## config.mk

```make
export PLATFORM = sky130hd
export DESIGN_NAME = ahbCacheBus
export DESIGN_NICKNAME = d
export VERILOG_FILES = /design/src/ahbCachePkg.sv /design/src/ahbCacheBus.sv /design/src/busWordSelect.sv /design/src/fetchBuffer.sv /design/src/beatCounter.sv /design/src/busCacheFsm.sv
export SDC_FILE = /design/constraint.sdc
export NUM_CORES = 1
export LEC_CHECK = 0
export BUFFER_PORTS_ARGS = -buffer_cell sky130_fd_sc_hd__clkbuf_2
export CAP_MARGIN = 10
export CORE_AREA = 2 2 183 185
export CTS_BUF_LIST = sky130_fd_sc_hd__clkbuf_2
export DETAILED_ROUTE_END_ITERATION = 8
export DIE_AREA = 0 0 185 187
export PLACE_DENSITY_LB_ADDON = 0.3
export SETUP_SLACK_MARGIN = 0.5
export SYNTH_ARGS = -nofsm -noshare
export SYNTH_HDL_FRONTEND = slang
export SYNTH_SLANG_ARGS = --single-unit
```

## constraint.sdc

```tcl
create_clock -name HCLK -period 6.4 [get_ports HCLK]
set_input_delay 0.96 -clock HCLK [delete_from_list [all_inputs] [get_ports HCLK]]
set_output_delay 0.96 -clock HCLK [all_outputs]
set_load 0.01 [all_outputs]
```

## src/ahbCachePkg.sv

```systemverilog
/*
  AHB cache bus types: bus word, core and cache request encodings,
  and the address-phase control bundle
*/
`default_nettype none

package ahbCachePkg;

  ////////////////////////////////////////////////////////////////////
  // Bus word
  ////////////////////////////////////////////////////////////////////
  localparam int WordBits = 32;             // AHB data width

  typedef logic [WordBits-1:0] wordT;

  ////////////////////////////////////////////////////////////////////
  // Requests
  ////////////////////////////////////////////////////////////////////
  // Uncached core access, read on bit 1 and write on bit 0
  typedef enum logic [1:0] {
    NoOp    = 2'b00,
    WriteOp = 2'b01,
    ReadOp  = 2'b10
  } busOpT;

  // Cache line op, fetch on bit 1 and writeback on bit 0
  // Both bits set chains a writeback into a fetch
  typedef enum logic [1:0] {
    NoCacheOp   = 2'b00,
    WritebackOp = 2'b01,
    FetchOp     = 2'b10
  } cacheOpT;

  ////////////////////////////////////////////////////////////////////
  // AHB address-phase control
  ////////////////////////////////////////////////////////////////////
  typedef enum logic [1:0] {
    TransIdle   = 2'b00,
    TransBusy   = 2'b01,
    TransNonseq = 2'b10,
    TransSeq    = 2'b11
  } ahbTransT;

  typedef struct packed {
    ahbTransT   trans;                      // HTRANS
    logic       write;                      // HWRITE
    logic [2:0] burst;                      // HBURST
  } ahbCtrlT;

endpackage

`default_nettype wire
```

## src/ahbCacheBus.sv

```systemverilog
/*
  AHB bus master for a cache and uncached core accesses, 32-bit data,
  single words and line bursts
*/
`timescale 1ns/1ps
`default_nettype none

module ahbCacheBus import ahbCachePkg::*; #(
  parameter int BeatsPerLine = 4,
  parameter bit BurstEn      = 1'b1,
  localparam int CountBits   = $clog2(BeatsPerLine)
) (
  input  logic                    HCLK,
  input  logic                    rstN,
  // Core side
  input  logic                    stall,
  input  busOpT                   busOp,
  input  logic [31:0]             paddr,
  input  wordT                    writeWord,
  output wordT                    readWord,
  output logic                    busStall,
  // Cache side
  input  cacheOpT                 cacheOp,
  input  wordT [BeatsPerLine-1:0] writeLine,
  output wordT [BeatsPerLine-1:0] fetchLine,
  output logic                    cacheBusAck,
  // AHB
  input  logic                    HREADY,
  input  wordT                    HRDATA,
  output logic [31:0]             HADDR,
  output wordT                    HWDATA,
  output ahbTransT                HTRANS,
  output logic                    HWRITE,
  output logic [2:0]              HBURST
);

  ahbCtrlT              ahbCtrl;
  logic                 captureEn, selBusBeat;
  logic                 cntEn, cntReset;
  logic [CountBits-1:0] beatCount, beatCountDelayed;
  logic                 finalBeat;

  ////////////////////////////////////////////////////////////////////
  // Control
  ////////////////////////////////////////////////////////////////////
  busCacheFsm #(.BeatsPerLine(BeatsPerLine), .BurstEn(BurstEn)) fsm (
    .HCLK, .rstN, .stall, .busOp, .cacheOp, .HREADY, .beatCount, .finalBeat,
    .ahbCtrl, .busStall, .cacheBusAck, .captureEn, .selBusBeat, .cntEn, .cntReset
  );

  beatCounter #(.BeatsPerLine(BeatsPerLine)) beatCnt (
    .HCLK, .rstN, .cntEn, .cntReset, .beatCount, .beatCountDelayed, .finalBeat
  );

  ////////////////////////////////////////////////////////////////////
  // Data path
  ////////////////////////////////////////////////////////////////////
  // selBusBeat is high exactly on line states, so it marks line capture
  fetchBuffer #(.BeatsPerLine(BeatsPerLine)) fetchBuf (
    .HCLK, .rstN, .captureEn, .isLine(selBusBeat), .beatCountDelayed, .HRDATA,
    .fetchLine, .readWord
  );

  busWordSelect #(.BeatsPerLine(BeatsPerLine)) wordSel (
    .HCLK, .rstN, .HREADY, .selBusBeat, .beatCount, .paddr, .writeWord, .writeLine,
    .HADDR, .HWDATA
  );

  // Control bundle out to the bus pins
  assign HTRANS = ahbCtrl.trans;
  assign HWRITE = ahbCtrl.write;
  assign HBURST = ahbCtrl.burst;

endmodule

`default_nettype wire

```

## src/busWordSelect.sv

```systemverilog
/*
  Address and write data path. Builds HADDR from the request address
  or the line beat, and registers HWDATA for the data phase
*/
`timescale 1ns/1ps
`default_nettype none

module busWordSelect import ahbCachePkg::*; #(
  parameter int BeatsPerLine = 4,           // Power of two, 2 or more
  localparam int CountBits   = $clog2(BeatsPerLine)
) (
  input  logic                    HCLK,
  input  logic                    rstN,
  input  logic                    HREADY,
  input  logic                    selBusBeat,
  input  logic [CountBits-1:0]    beatCount,
  input  logic [31:0]             paddr,
  input  wordT                    writeWord,    // Uncached store data
  input  wordT [BeatsPerLine-1:0] writeLine,    // Victim line
  output logic [31:0]             HADDR,
  output wordT                    HWDATA
);

  localparam int OffBits = CountBits + 2;   // Byte offset within a line

  logic [31:0] beatAddr;
  wordT        nextWdata;

  ////////////////////////////////////////////////////////////////////
  // Address phase
  ////////////////////////////////////////////////////////////////////
  // Line base with beat index as word offset
  assign beatAddr = {paddr[31:OffBits], beatCount, 2'b00};
  assign HADDR    = selBusBeat ? beatAddr : paddr;

  ////////////////////////////////////////////////////////////////////
  // Data phase
  ////////////////////////////////////////////////////////////////////
  assign nextWdata = selBusBeat ? writeLine[beatCount] : writeWord;

  always_ff @(posedge HCLK) begin
    if (!rstN) begin
      HWDATA <= '0;
    end else if (HREADY) begin
      HWDATA <= nextWdata;                  // Word for the beat just accepted
    end
  end

endmodule

`default_nettype wire

```

## src/fetchBuffer.sv

```systemverilog
/*
  Fetch buffer. Collects HRDATA beats into the line being fetched and
  keeps the last uncached read word
*/
`timescale 1ns/1ps
`default_nettype none

module fetchBuffer import ahbCachePkg::*; #(
  parameter int BeatsPerLine = 4,
  localparam int CountBits   = $clog2(BeatsPerLine)
) (
  input  logic                          HCLK,
  input  logic                          rstN,
  input  logic                          captureEn,
  input  logic                          isLine,       // Line fetch, else uncached
  input  logic [CountBits-1:0]          beatCountDelayed,
  input  wordT                          HRDATA,
  output wordT [BeatsPerLine-1:0]       fetchLine,
  output wordT                          readWord
);

  logic lineWr;
  logic wordWr;

  assign lineWr = captureEn & isLine;
  assign wordWr = captureEn & ~isLine;

  ////////////////////////////////////////////////////////////////////
  // Line storage, one slot per beat
  ////////////////////////////////////////////////////////////////////
  always_ff @(posedge HCLK) begin
    if (lineWr) fetchLine[beatCountDelayed] <= HRDATA;   // Slot of data-phase beat
  end

  ////////////////////////////////////////////////////////////////////
  // Uncached read word
  ////////////////////////////////////////////////////////////////////
  always_ff @(posedge HCLK) begin
    if (!rstN) begin
      readWord <= '0;
    end else if (wordWr) begin
      readWord <= HRDATA;                   // Last load on the HREADY cycle
    end
  end

endmodule

`default_nettype wire

```

## src/beatCounter.sv

```systemverilog
/*
  Line beat counter, address-phase index plus a copy one step behind
  for the data phase, and the final data beat flag
*/
`timescale 1ns/1ps
`default_nettype none

module beatCounter #(
  parameter int BeatsPerLine = 4,           // Power of two, 2 or more
  localparam int CountBits   = $clog2(BeatsPerLine)
) (
  input  logic                 HCLK,
  input  logic                 rstN,
  input  logic                 cntEn,       // Address phase accepted
  input  logic                 cntReset,    // New operation starting
  output logic [CountBits-1:0] beatCount,
  output logic [CountBits-1:0] beatCountDelayed,
  output logic                 finalBeat
);

  localparam logic [CountBits-1:0] LastBeat = CountBits'(BeatsPerLine - 1);

  ////////////////////////////////////////////////////////////////////
  // Counters
  ////////////////////////////////////////////////////////////////////
  always_ff @(posedge HCLK) begin
    if (!rstN || cntReset) begin
      beatCount        <= '0;
      beatCountDelayed <= '0;
    end else if (cntEn) begin
      beatCount        <= beatCount + 1'b1;  // Wraps to 0 after last beat
      beatCountDelayed <= beatCount;         // Beat now in data phase
    end
  end

  // Last data beat of the line
  assign finalBeat = beatCountDelayed == LastBeat;

endmodule

`default_nettype wire

```

## src/busCacheFsm.sv

```systemverilog
/*
  Cache bus controller. Sequences uncached single-word accesses and
  whole-line fetch and writeback bursts, drives AHB control and stalls
*/
`timescale 1ns/1ps
`default_nettype none

module busCacheFsm import ahbCachePkg::*; #(
  parameter int BeatsPerLine = 4,           // Power of two from 2 up
  parameter bit BurstEn      = 1'b1,        // SEQ beats and INCRx bursts
  localparam int CountBits   = $clog2(BeatsPerLine)
) (
  input  logic                 HCLK,
  input  logic                 rstN,
  input  logic                 stall,       // Core pipeline stalled
  input  busOpT                busOp,       // Uncached request level
  input  cacheOpT              cacheOp,     // Line request level
  input  logic                 HREADY,
  input  logic [CountBits-1:0] beatCount,   // Address-phase beat
  input  logic                 finalBeat,   // Data phase of last beat
  output ahbCtrlT              ahbCtrl,
  output logic                 busStall,
  output logic                 cacheBusAck,
  output logic                 captureEn,   // Load HRDATA this cycle
  output logic                 selBusBeat,  // Address from beat index
  output logic                 cntEn,
  output logic                 cntReset
);

  typedef enum logic [2:0] {
    Idle, AdrPhase, DataPhase, Done, CacheFetch, CacheWriteback
  } stateT;

  // HBURST for a whole line
  localparam logic [2:0] LineBurst =
    (BeatsPerLine == 4)  ? 3'b011 :         // INCR4
    (BeatsPerLine == 8)  ? 3'b101 :         // INCR8
    (BeatsPerLine == 16) ? 3'b111 :         // INCR16
                           3'b001;          // INCR with open length

  stateT    state, nextState;
  logic     anyBusOp, anyCacheOp;
  logic     cacheAccess;
  logic     chainFetch;
  ahbTransT trans;
  logic     write;

  assign anyBusOp    = busOp != NoOp;
  assign anyCacheOp  = cacheOp != NoCacheOp;
  assign cacheAccess = (state == CacheFetch) | (state == CacheWriteback);
  // Last writeback beat with a fetch still asked for
  assign chainFetch  = (state == CacheWriteback) & finalBeat & cacheOp[1];

  ////////////////////////////////////////////////////////////////////
  // State register and next state
  ////////////////////////////////////////////////////////////////////
  always_ff @(posedge HCLK) begin
    if (!rstN) state <= Idle;
    else       state <= nextState;
  end

  always_comb begin
    nextState = state;
    case (state)
      Idle:       if (anyBusOp | anyCacheOp) nextState = AdrPhase;
      AdrPhase: begin
        if (HREADY) begin                   // NONSEQ accepted
          if (anyBusOp)        nextState = DataPhase;   // Uncached first
          else if (cacheOp[0]) nextState = CacheWriteback;
          else if (cacheOp[1]) nextState = CacheFetch;
          else                 nextState = Idle;
        end
      end
      DataPhase:  if (HREADY) nextState = Done;
      Done:       if (!stall) nextState = Idle;   // Result held for core
      CacheFetch: if (HREADY & finalBeat) nextState = Idle;
      CacheWriteback: begin
        if (HREADY & finalBeat) nextState = cacheOp[1] ? CacheFetch : Idle;
      end
      default:    nextState = Idle;
    endcase
  end

  ////////////////////////////////////////////////////////////////////
  // Beat counter control
  ////////////////////////////////////////////////////////////////////
  assign cntReset = (state == Idle) & (nextState == AdrPhase);
  assign cntEn    = HREADY & ((nextState == CacheFetch) | (nextState == CacheWriteback));

  ////////////////////////////////////////////////////////////////////
  // AHB control
  ////////////////////////////////////////////////////////////////////
  always_comb begin
    trans = TransIdle;
    write = 1'b0;
    if (state == AdrPhase) begin
      trans = TransNonseq;                  // Held through wait states
      write = anyBusOp ? (busOp == WriteOp) : cacheOp[0];
    end else if (chainFetch) begin
      trans = TransNonseq;                  // Fetch beat 0 overlaps last write
    end else if (cacheAccess & (beatCount != '0)) begin
      trans = BurstEn ? TransSeq : TransNonseq;
      write = state == CacheWriteback;
    end
  end

  assign ahbCtrl.trans = trans;
  assign ahbCtrl.write = write;
  // Burst type only on line beats
  assign ahbCtrl.burst = (BurstEn && selBusBeat && trans != TransIdle) ? LineBurst : 3'b000;

  ////////////////////////////////////////////////////////////////////
  // Core and cache status
  ////////////////////////////////////////////////////////////////////
  assign busStall = ((state == Idle) & (anyBusOp | anyCacheOp)) |
                    (state == AdrPhase) | (state == DataPhase) |
                    (cacheAccess & ~finalBeat);

  assign cacheBusAck = cacheAccess & HREADY & finalBeat;   // One-cycle pulse

  assign captureEn  = ((state == DataPhase) & (busOp == ReadOp)) |
                      ((state == CacheFetch) & HREADY);
  assign selBusBeat = cacheAccess | ((state == AdrPhase) & ~anyBusOp);

endmodule

`default_nettype wire

```

==> results.md, run 1 <==
* Synth Warn # at 0
* Routed WL at 25300 µm
* Syn Inst Count at around 570
* CTS tree: built
* Yosys top cell area share at 0.481
* Synth area leader: edfxtp_1
* Clock Latency Late Sink at ~800 ps
* Critical Path Fanout Max at 39
* Fin crit period at ~3800 ps
* Finished Layout Cells at around 1400
* Hold crit path type: input pin to register
* Final design utilization at 0.320
* Pre-antenna DRT Iters at 4
* Buffers on Ports at 406
* NumNets Final at between 1000 and 1500
* Total negative slack at 0 ps
* Sequential share of the synthesized area at 0.658
* Max-slew violations at 0
* R2r setup slk at just over 4000 ps
* Clock Tree Root: clkbuf_2
* Worst VDD drop at approximately 0.10 mV
* Post-Syn Area at about 8000 µm²
* P&R area growth vs syn at 31.6%
* CTS max path bufs at 2
* Setup ws final at 2590 ps
* Fin Hold WS at around 400 ps
* Largest cells by area after synthesis: edfxtp_1 (48%), dfxtp_1 (18%), mux4_2 (9.0%), mux2i_1 (4.5%), nand2_1 (3.7%)
* Asr flop ratio synth at 0
* Fill cells at between 3000 and 4000
* Req. time, crit path at ~5400 ps
* Largest net degree at the start of global routing at between 70 and 80
* Leading cell types in the layout, fill and taps excluded: clkbuf_2 (423), edfxtp_1 (128), nand2_1 (78)
* Worst r2r src: fsm.state[1]$_SDFF_PN0_
* Mean post-synth cell area at approximately 14 µm²
* HP Start: HRDATA[20]
* Hold Path Cell Cnt at 1
* Initial drt markers at approximately 250
* Pwr per Cell Area at roughly 220 nW/µm²
* Setup crit end kind: output pin
* Placed cell count at ~1400
* Register Area at between 5000 and 6000 µm²
* Lkg Pwr at between 0.004 and 0.005 µW
* Residual DRC count at 0
* Num rows at between 60 and 70
* IO Pins at approximately 460
* Worst Hold Path EP: fetchBuf.fetchLine[116]$_DFFE_PP_
* Total global-route track usage at 0.144
* Number of synthesized flops with an enable pin at 128
* Gates resized, CTS repair at 0
* Clk pin slew, worst setup/hold paths at between 300 and 400 ps
* Vias in the first global route at 6015
* Slew @ Worst Pin at between 1000 and 1500 ps
* DR vias/cell at around 4.2
* Distinct cell type count after synthesis at 41
* Max-cap violation count at 0
* Worst r2r dst: fetchBuf.fetchLine[110]$_DFFE_PP_
* Tcrit/Tclk final at 0.596
* Setup Skew at between 40 and 50 ps
* Multi-input gate area at between 2000 and 2500 µm²
* Share of cells above drive strength 1 at 0.518
* Status: complete, no violations
* GRT overflow at 0
* Unrepaired setup endpoints after global routing: false
* Number of CTS-inserted buffers at 17
* Die Span Y at roughly 190 µm
* Critical Path AT at between 2000 and 3000 ps
* Routability cong. at between 0.8 and 0.9
* Post-route ant nets at 0
* Initial antenna violation count at 1
* Slew Limit Headroom at 0.259
* Synthesized flop and latch total at just under 200
* Top_reg_cell synth: edfxtp_1
* Crit path kind: register to output pin
* Final hold violation count at 0
* CTS H-tree depth at 4
* Pre-CTS setup slack at 3160 ps
* # Post-CTS Setup Buffers at 0
* Reg2Reg Depth at 4
* CP startpoint kind: register
* Core area at approximately 33000 µm²
* Fmax at around 0.26 GHz
* First-pass GRT wire length at approximately 37000 µm
* Hold buffer count at cts at 0
* Setup violators final at 0
* HPWL after DPL at approximately 19000 µm
* Routed length per placed instance at around 18 µm
* Commonest non-fill, non-tap cell in the layout: clkbuf_2
* Die X-Extent at 185 µm
* Synth Net Count at 800
* Starting Density at 0.243
* Clk sink count at just under 200
* Total number of vias at 5912
* Die footprint at 34600 µm²
-- sequential cells by signal, indices dropped and copies added (netlist names) --
signal                    flops
beatCnt.beatCountDelayed      2
fsm.state                     3
beatCnt.beatCount             2
fetchBuf.fetchLine          128
fetchBuf.readWord            32
wordSel.HWDATA               32
-- how the worst max path moves through the flow --
stage / startpoint / endpoint / slack [ps] / cells after the start
CTS: beatCnt.beatCount[1]$_SDFFE_PP0P_ / HBURST[1] / 2440 / 6
floorplan: HREADY / fetchBuf.fetchLine[64]$_DFFE_PP_ / 1210 / 4
detailed placement: busOp[0] / HADDR[3] / 3160 / 7
global placement: busOp[0] / HADDR[2] / 3200 / 7
global route: beatCnt.beatCount[1]$_SDFFE_PP0P_ / HBURST[1] / 2180 / 6
finish: fsm.state[1]$_SDFF_PN0_ / HADDR[3] / 2590 / 6
-- synthesized netlist by cell type, drive strengths merged (2+ instances only) --
cell type and instances:
nand2 78, mux4 32, mux2i 36, and3 2, o211ai 2, a21oi 37
inv 5, a21boi 33, edfxtp 128, dfxtp 71, or2 2, clkbuf 21
o31a 2, nand2b 3, nand3 2, nor4 3, o21ai 37, nor2 7
nor3 2, o2111a 2, and2 2, buf 48
-- logic make-up after synthesis --
kind of cell    share of synthesized area
other cells                      0.000469
buf+inv                            0.0566
flops                               0.658
compound gates                     0.0912
fa+ha+maj                         0.00156
simple gates                       0.0568
mux                                 0.135
-- where the power goes --
group | leakage [µW] | total (µW) | internal (µW) | switching [µW]
sequential | 0.00173 | 1400 | 1390 | 15.2
combinational | 0.00256 | 231 | 111 | 120
clock | 0.000152 | 650 | 138 | 512
-- layer usage --
layer | up-vias | GRT usage | wire length, µm
met5 | - | 0 | 0
met4 | 0 | 0.0510 | 519
met3 | 33 | 0.0380 | 1860
met2 | 247 | 0.258 | 13000
met1 | 2838 | 0.165 | 9910
li1 | 2794 | - | -
-- cell type report --
class,count,area share
Antenna cell,1,0.000238
Clock buffer,17,0.00808
Clock inverter,15,0.0170
Inverter,5,0.00178
Multi-Input combinational cell,294,0.221
Sequential cell,199,0.500
Tap cell,448,0.0532
Timing Repair Buffer,414,0.199
-- worst max-delay path, stage by stage (launching register included) --
cell and delay, ps:
dfxtp_1 680, nand2b_2 320, a21boi_4 190, buf_4 500
nand2_1 120, o21ai_0 100, clkbuf_2 160
-- metrics by stage --
step / power [µW] / cell area, µm²
finish: 2280 / 10500
global route: 2390 / 10500
CTS: 2330 / 10500
detailed placement: 1660 / 10300
global placement: 1660 / 10300
floorplan: 1550 / 8000
No activity file was read; power rests on OpenSTA's default activity.
==> run 2: changes to the inputs <==
==> constraint.sdc (replaced) <==
create_clock -name HCLK -period 3.94 [get_ports HCLK]
set_input_delay 0.591 -clock HCLK [delete_from_list [all_inputs] [get_ports HCLK]]
set_output_delay 0.591 -clock HCLK [all_outputs]
set_load 0.01 [all_outputs]
==> results.md, run 2 (same netlist as run 1, synthesis figures left out) <==
* Top flop regs: fetchBuf.fetchLine: 128 flops, fetchBuf.readWord: 32 flops, wordSel.HWDATA: 32 flops (unchanged)
* Critical Path Fanout Max at 14 (was 39)
* Gates resized, CTS repair at 0 (unchanged)
* Die X-Extent at 185 µm (unchanged)
* Clk pin slew, worst setup/hold paths at 320 ps (was 330 ps)
* Slew Limit Headroom at 0.563 (was 0.259)
* Routability cong. at 0.833 (was 0.831)
* Residual DRC count at 0 (unchanged)
* Total global-route track usage at 0.146 (was 0.144)
* Num rows at 67 (unchanged)
* Die footprint at 34600 µm² (unchanged)
* First-pass GRT wire length at 37600 µm (was 37200 µm)
* Commonest non-fill, non-tap cell in the layout: clkbuf_2 (unchanged)
* Largest Register: fetchBuf.fetchLine (unchanged)
* CP top delay family: flip-flops (unchanged)
* Max-cap violation count at 0 (unchanged)
* Setup violators final at 0 (unchanged)
* Core area at 32900 µm² (unchanged)
* NumNets Final at 1223 (was 1164)
* Initial antenna violation count at 1 (unchanged)
* HPWL after DPL at 19400 µm (was 19200 µm)
* Worst VDD drop at 0.165 mV (was 0.105 mV)
* Top Layer Used: met4 (unchanged)
* GRT overflow at 0 (unchanged)
* Initial drt markers at 235 (was 253)
* Critical Path Max Stage Delay at 670 ps (was 680 ps)
* Slew @ Worst Pin at 655 ps (was 1110 ps)
* Fin crit period at around 3000 ps
* DR WL met3 at 1890 µm (was 1860 µm)
* Pre-antenna DRT Iters at 6 (was 4)
* Number of CTS-inserted buffers at 17 (unchanged)
* CTS tree: built (unchanged)
* Crit path kind: register to output pin (unchanged)
* IO Pins at 464 (unchanged)
* Starting Density at 0.243 (unchanged)
* DR vias/cell at 4.22 (was 4.24)
* Die Span Y at 187 µm (unchanged)
* Routed length per placed instance at 17.9 µm (was 18.2 µm)
* # Post-CTS Setup Buffers at 0 (unchanged)
* Slowest cell on the critical path: dfxtp_1 (unchanged)
* Clock Latency Late Sink at 760 ps (was 800 ps)
* Final hold violation count at 0 (unchanged)
* P&R area growth vs syn at 38.4% (was 31.6%)
* Clock Tree Root: clkbuf_2 (unchanged)
* Setup crit end kind: output pin (unchanged)
* Post-route ant nets at 0 (unchanged)
* Setup Skew at 47.4 ps (was 48.3 ps)
* Share of cells above drive strength 1 at 0.489 (was 0.518)
* Status: complete, no violations (unchanged)
* Lkg Pwr at 0.00467 µW (was 0.00444 µW)
* DR WL met2 at 13400 µm (was 13000 µm)
* Leading cell types in the layout, fill and taps excluded: clkbuf_2 (423), edfxtp_1 (128), nand2_1 (78) (unchanged)
* Largest net degree at the start of global routing at 72 (was 74)
* Req. time, crit path at 3350 ps (was 5440 ps)
* Total negative slack at 0 ps (unchanged)
* Total number of vias at 6131 (was 5912)
* Hold buffer count at cts at 44 (was 0)
* Unrepaired setup endpoints after global routing: false (unchanged)
* Tcrit/Tclk final at 0.772
* Vias in the first global route at 6108 (was 6015)
* Routed WL at 26000 µm (was 25300 µm)
* Max-slew violations at 0 (unchanged)
* Fmax at ~0.33 GHz
* DRT met1 WL at 10100 µm (was 9910 µm)
* Fill cells at 3377 (was 3371)
* Crit-path cells: nand2b_2, a21boi_4, nand2_1, o21ai_0, clkbuf_2 (was nand2b_2, a21boi_4, buf_4, nand2_1, o21ai_0, clkbuf_2)
* Hold crit path type: input pin to register (unchanged)
* CTS H-tree depth at 4 (unchanged)
* Worst Path Buf+Inv at 1 (was 2)
* CP startpoint kind: register (unchanged)
* Placed cell areas at 10300 µm² (about the same)
* Pwr per Cell Area at 329 nW/µm² (was 217 nW/µm²)
* Max reg flops at 128 (unchanged)
* Final instance area at 11100 µm² (was 10500 µm²)
* Clk sink count at 199 (unchanged)
* CTS max path bufs at 2 (unchanged)
* Buffers on Ports at 406 (unchanged)
* Critical Path AT at 2450 ps (was 2850 ps)
* R2r setup slk at 1590 ps (was 4040 ps)
==> run 2: power breakdown <==
group | internal [µW] | total [µW] | switching [µW]
clock | 184 | 947 | 763
sequential | 2250 | 2280 | 25.8
combinational | 216 | 420 | 204
==> run 2: worst paths after layout <==
kind | endpoint | start | cells after the start
worst min register to register | fetchBuf.readWord[21]$_SDFFE_PN0P_ | fetchBuf.readWord[21]$_SDFFE_PN0P_ | 2
worst max-delay path | HADDR[2] | fsm.state[1]$_SDFF_PN0_ | 5
worst max register to register | wordSel.HWDATA[0]$_SDFFE_PN0P_ | fsm.state[1]$_SDFF_PN0_ | 5
worst min-delay path | wordSel.HWDATA[9]$_SDFFE_PN0P_ | writeWord[9] | 3
==> run 2: area by class of cell <==
| class | instances | area (µm²) | area share |
|---|---|---|---|
| diodes | 1 | 2.50 | 0.000226 |
| clock buffers | 17 | 85.1 | 0.00768 |
| clock inverters | 15 | 125 | 0.0113 |
| inverters | 5 | 18.8 | 0.00170 |
| multi-input cells | 294 | 2340 | 0.211 |
| flip-flops and latches | 199 | 5270 | 0.476 |
| well taps | 448 | 561 | 0.0506 |
| repair buffers | 473 | 2670 | 0.241 |
==> run 2: stage by stage <==
| step | hold slack [ps] | std cells | util | setup WS [ps] | total power (µW) |
|---|---|---|---|---|---|
| floorplan | 479 | 567 | - | 513 | 2520 |
| global placement | 440 | 1364 | 0.314 | 1650 | 2700 |
| detailed placement | 447 | 1364 | 0.314 | 1590 | 2700 |
| CTS | 0.998 | 1440 | 0.333 | 794 | 3700 |
| global route | 2.13 | 1452 | 0.337 | 620 | 3830 |
| finish | 116 | 1452 | 0.337 | 897 | 3650 |
==> run 2: worst register-to-register path: stages, from the launching register on <==
cell and delay, ps:
dfxtp_1 670, nand2b_2 350, a21boi_4 390, buf_4 510, mux2i_1 270, a21oi_1 80
==> run 2: metal layers <==
layer	global-route usage	vias to the layer above
li1	-	2911
met1	0.165	2895
met2	0.266	291
met3	0.0368	34
met4	0.0491	0
met5	0	-
==> run 3: changes to the inputs <==
==> constraint.sdc (replaced) <==
create_clock -name HCLK -period 2.9 [get_ports HCLK]
set_input_delay 0.435 -clock HCLK [delete_from_list [all_inputs] [get_ports HCLK]]
set_output_delay 0.435 -clock HCLK [all_outputs]
set_load 0.01 [all_outputs]
==> results.md, run 3 (same netlist as run 1, synthesis figures left out) <==
* Setup ws final at 340 ps (was 897 ps)
* Req. time, crit path at 2470 ps (was 3350 ps)
* CP startpoint kind: register (unchanged)
* First-pass GRT wire length at 40200 µm (was 37600 µm)
* Residual DRC count at 0 (unchanged)
* P&R area growth vs syn at 54.2% (was 38.4%)
* Pre-antenna DRT Iters at 4 (was 6)
* NumNets Final at 1331 (was 1223)
* Die Span Y at 187 µm (unchanged)
* Finished Layout Cells at 1561 (was 1452)
* Initial antenna violation count at 2 (was 1)
* Commonest non-fill, non-tap cell in the layout: clkbuf_2 (unchanged)
* Largest Register: fetchBuf.fetchLine (unchanged)
* Num rows at 67 (unchanged)
* Fill cells at 3259 (was 3377)
* Setup violators final at 0 (unchanged)
* DRT met1 WL at 10100 µm (about the same)
* Routability cong. at 0.826 (was 0.833)
* Largest net degree at the start of global routing at 49 (was 72)
* Max-cap violation count at 0 (unchanged)
* CTS max path bufs at 2 (unchanged)
* Clk pin slew, worst setup/hold paths at 330 ps (was 320 ps)
* Starting Density at 0.243 (unchanged)
* Crit-path cells: buf_12, nor3b_4, a21boi_2, o21ai_1, clkbuf_2 (was nand2b_2, a21boi_4, nand2_1, o21ai_0, clkbuf_2)
* Setup Skew at 57.4 ps (was 47.4 ps)
* Buffers on Ports at 406 (unchanged)
* Routed WL at 27200 µm (was 26000 µm)
* Total negative slack at 0 ps (unchanged)
* Leading cell types in the layout, fill and taps excluded: clkbuf_2 (416), dlygate4sd3_1 (144), edfxtp_1 (128) (was clkbuf_2 (423), edfxtp_1 (128), nand2_1 (78))
* Status: complete, no violations (unchanged)
* Critical Path AT at 2130 ps (was 2450 ps)
* Unrepaired setup endpoints after global routing: true (was false)
* Die X-Extent at 185 µm (unchanged)
* Final design utilization at 0.375 (was 0.337)
* Core area at 32900 µm² (unchanged)
* Clock Tree Root: clkbuf_2 (unchanged)
* GRT overflow at 0 (unchanged)
* Routed length per placed instance at 17.4 µm (was 17.9 µm)
* Initial drt markers at 188 (was 235)
* Pre-CTS setup slack at 594 ps (was 1590 ps)
* Lkg Pwr at 0.00521 µW (was 0.00467 µW)
* CTS H-tree depth at 4 (unchanged)
* Total number of vias at 6674 (was 6131)
* Placed cell count at 1364 (unchanged)
* Hold crit path type: input pin to register (unchanged)
* Vias in the first global route at 6710 (was 6108)
* Clock Latency Late Sink at 820 ps (was 760 ps)
* Fmax at just under 0.4 GHz
* CTS tree: built (unchanged)
* Number of CTS-inserted buffers at 17 (unchanged)
* DR WL met2 at 14200 µm (was 13400 µm)
* Worst VDD drop at 0.227 mV (was 0.165 mV)
* Top Layer Used: met4 (unchanged)
* Slew @ Worst Pin at 618 ps (was 655 ps)
* DR vias/cell at 4.28 (was 4.22)
* Share of cells above drive strength 1 at 0.477 (was 0.489)
* Final hold violation count at 0 (unchanged)
* Pwr per Cell Area at 429 nW/µm² (was 329 nW/µm²)
* Total global-route track usage at 0.156 (was 0.146)
* IO Pins at 464 (unchanged)
* Slowest cell on the critical path: dfxtp_4 (was dfxtp_1)
* Crit path kind: register to output pin (unchanged)
* DR WL met3 at 2190 µm (was 1890 µm)
* Max reg flops at 128 (unchanged)
* Tcrit/Tclk final at 0.883
* Die footprint at 34600 µm² (unchanged)
* Clk sink count at 199 (unchanged)
* Multi-input gate area at 2430 µm² (was 2340 µm²)
* Top flop regs: fetchBuf.fetchLine: 128 flops, fetchBuf.readWord: 32 flops, wordSel.HWDATA: 32 flops (unchanged)
* Post-route ant nets at 0 (unchanged)
* Max-slew violations at 0 (unchanged)
* CP top delay family: flip-flops (unchanged)
* HPWL after DPL at 19600 µm (was 19400 µm)
* Setup crit end kind: output pin (unchanged)
* Critical Path Max Stage Delay at 440 ps (was 670 ps)
* Critical Path Fanout Max at 5 (was 14)
* Worst Path Buf+Inv at 2 (was 1)
* Register Area at 5290 µm² (was 5270 µm²)
* Slew Limit Headroom at 0.584 (was 0.563)
* Fin crit period at roughly 2600 ps
run 3: cell count changes in the layout (fill, tap and decap cells not counted), moves of 3 or more:
cell and change:
dfxtp_4 +6, inv_6 +3, buf_12 +3, o21ai_0 -3
clkinv_4 -3, clkbuf_2 -7, buf_4 +14, buf_2 +5
dfxtp_1 -5, dlygate4sd3_1 +89
run 3: final cells by class:
type | instances | share of cell area
Clock inverter | 15 | 0.0146
Multi-Input combinational cell | 295 | 0.197
Antenna cell | 2 | 0.000406
Sequential cell | 199 | 0.429
Timing Repair Buffer | 580 | 0.305
Tap cell | 448 | 0.0455
Inverter | 5 | 0.00172
Clock buffer | 17 | 0.00690
run 3: what timing repair did:
action                                 4_1_cts  5_1_grt
pin swaps                                    4        8
hold buffers                               144        0
setup buffers                               12        6
setup endpoints to repair                   11       28
resized for setup                           22       25
cloned                                       0        1
endpoints found under the hold margin      195        0
run 3: layer usage:
layer	GRT usage	up-vias
li1	-	3139
met1	0.168	3219
met2	0.283	273
met3	0.0496	43
met4	0.0580	0
met5	0	-
run 3: path summary, 6_finish.rpt:
check | slack, ps | from | endpoint | cells past startpoint
setup reg to reg | 720 | beatCnt.beatCount[0]$_SDFFE_PP0P_ | wordSel.HWDATA[20]$_SDFFE_PN0P_ | 5
setup / recovery | 340 | fsm.state[2]$_SDFF_PN0_ | HADDR[3] | 5
hold / removal | 130 | writeLine[6] | wordSel.HWDATA[6]$_SDFFE_PN0P_ | 4
hold reg to reg | 470 | fetchBuf.readWord[2]$_SDFFE_PN0P_ | fetchBuf.readWord[2]$_SDFFE_PN0P_ | 2
run 3: worst reg2reg max path: stages (launching register included):
cell and delay [ps]:
dfxtp_4 440, buf_8 320, mux4_2 580, dlygate4sd3_1 570
mux2i_1 160, a21oi_1 90
run 3: power by group:
group	leakage (µW)	internal (µW)	switching, µW
clock	0.000156	438	1030
sequential	0.00174	3060	27.3
combinational	0.00332	411	324
run 3: stage by stage:
| step | hold WS [ps] | power (µW) | area (µm²) |
|---|---|---|---|
| global route | 3.35 | 5520 | 12300 |
| CTS | 0.0588 | 5350 | 12200 |
| global placement | 441 | 3670 | 10300 |
| floorplan | 479 | 3430 | 8050 |
| finish | 133 | 5290 | 12300 |
| detailed placement | 446 | 3670 | 10300 |
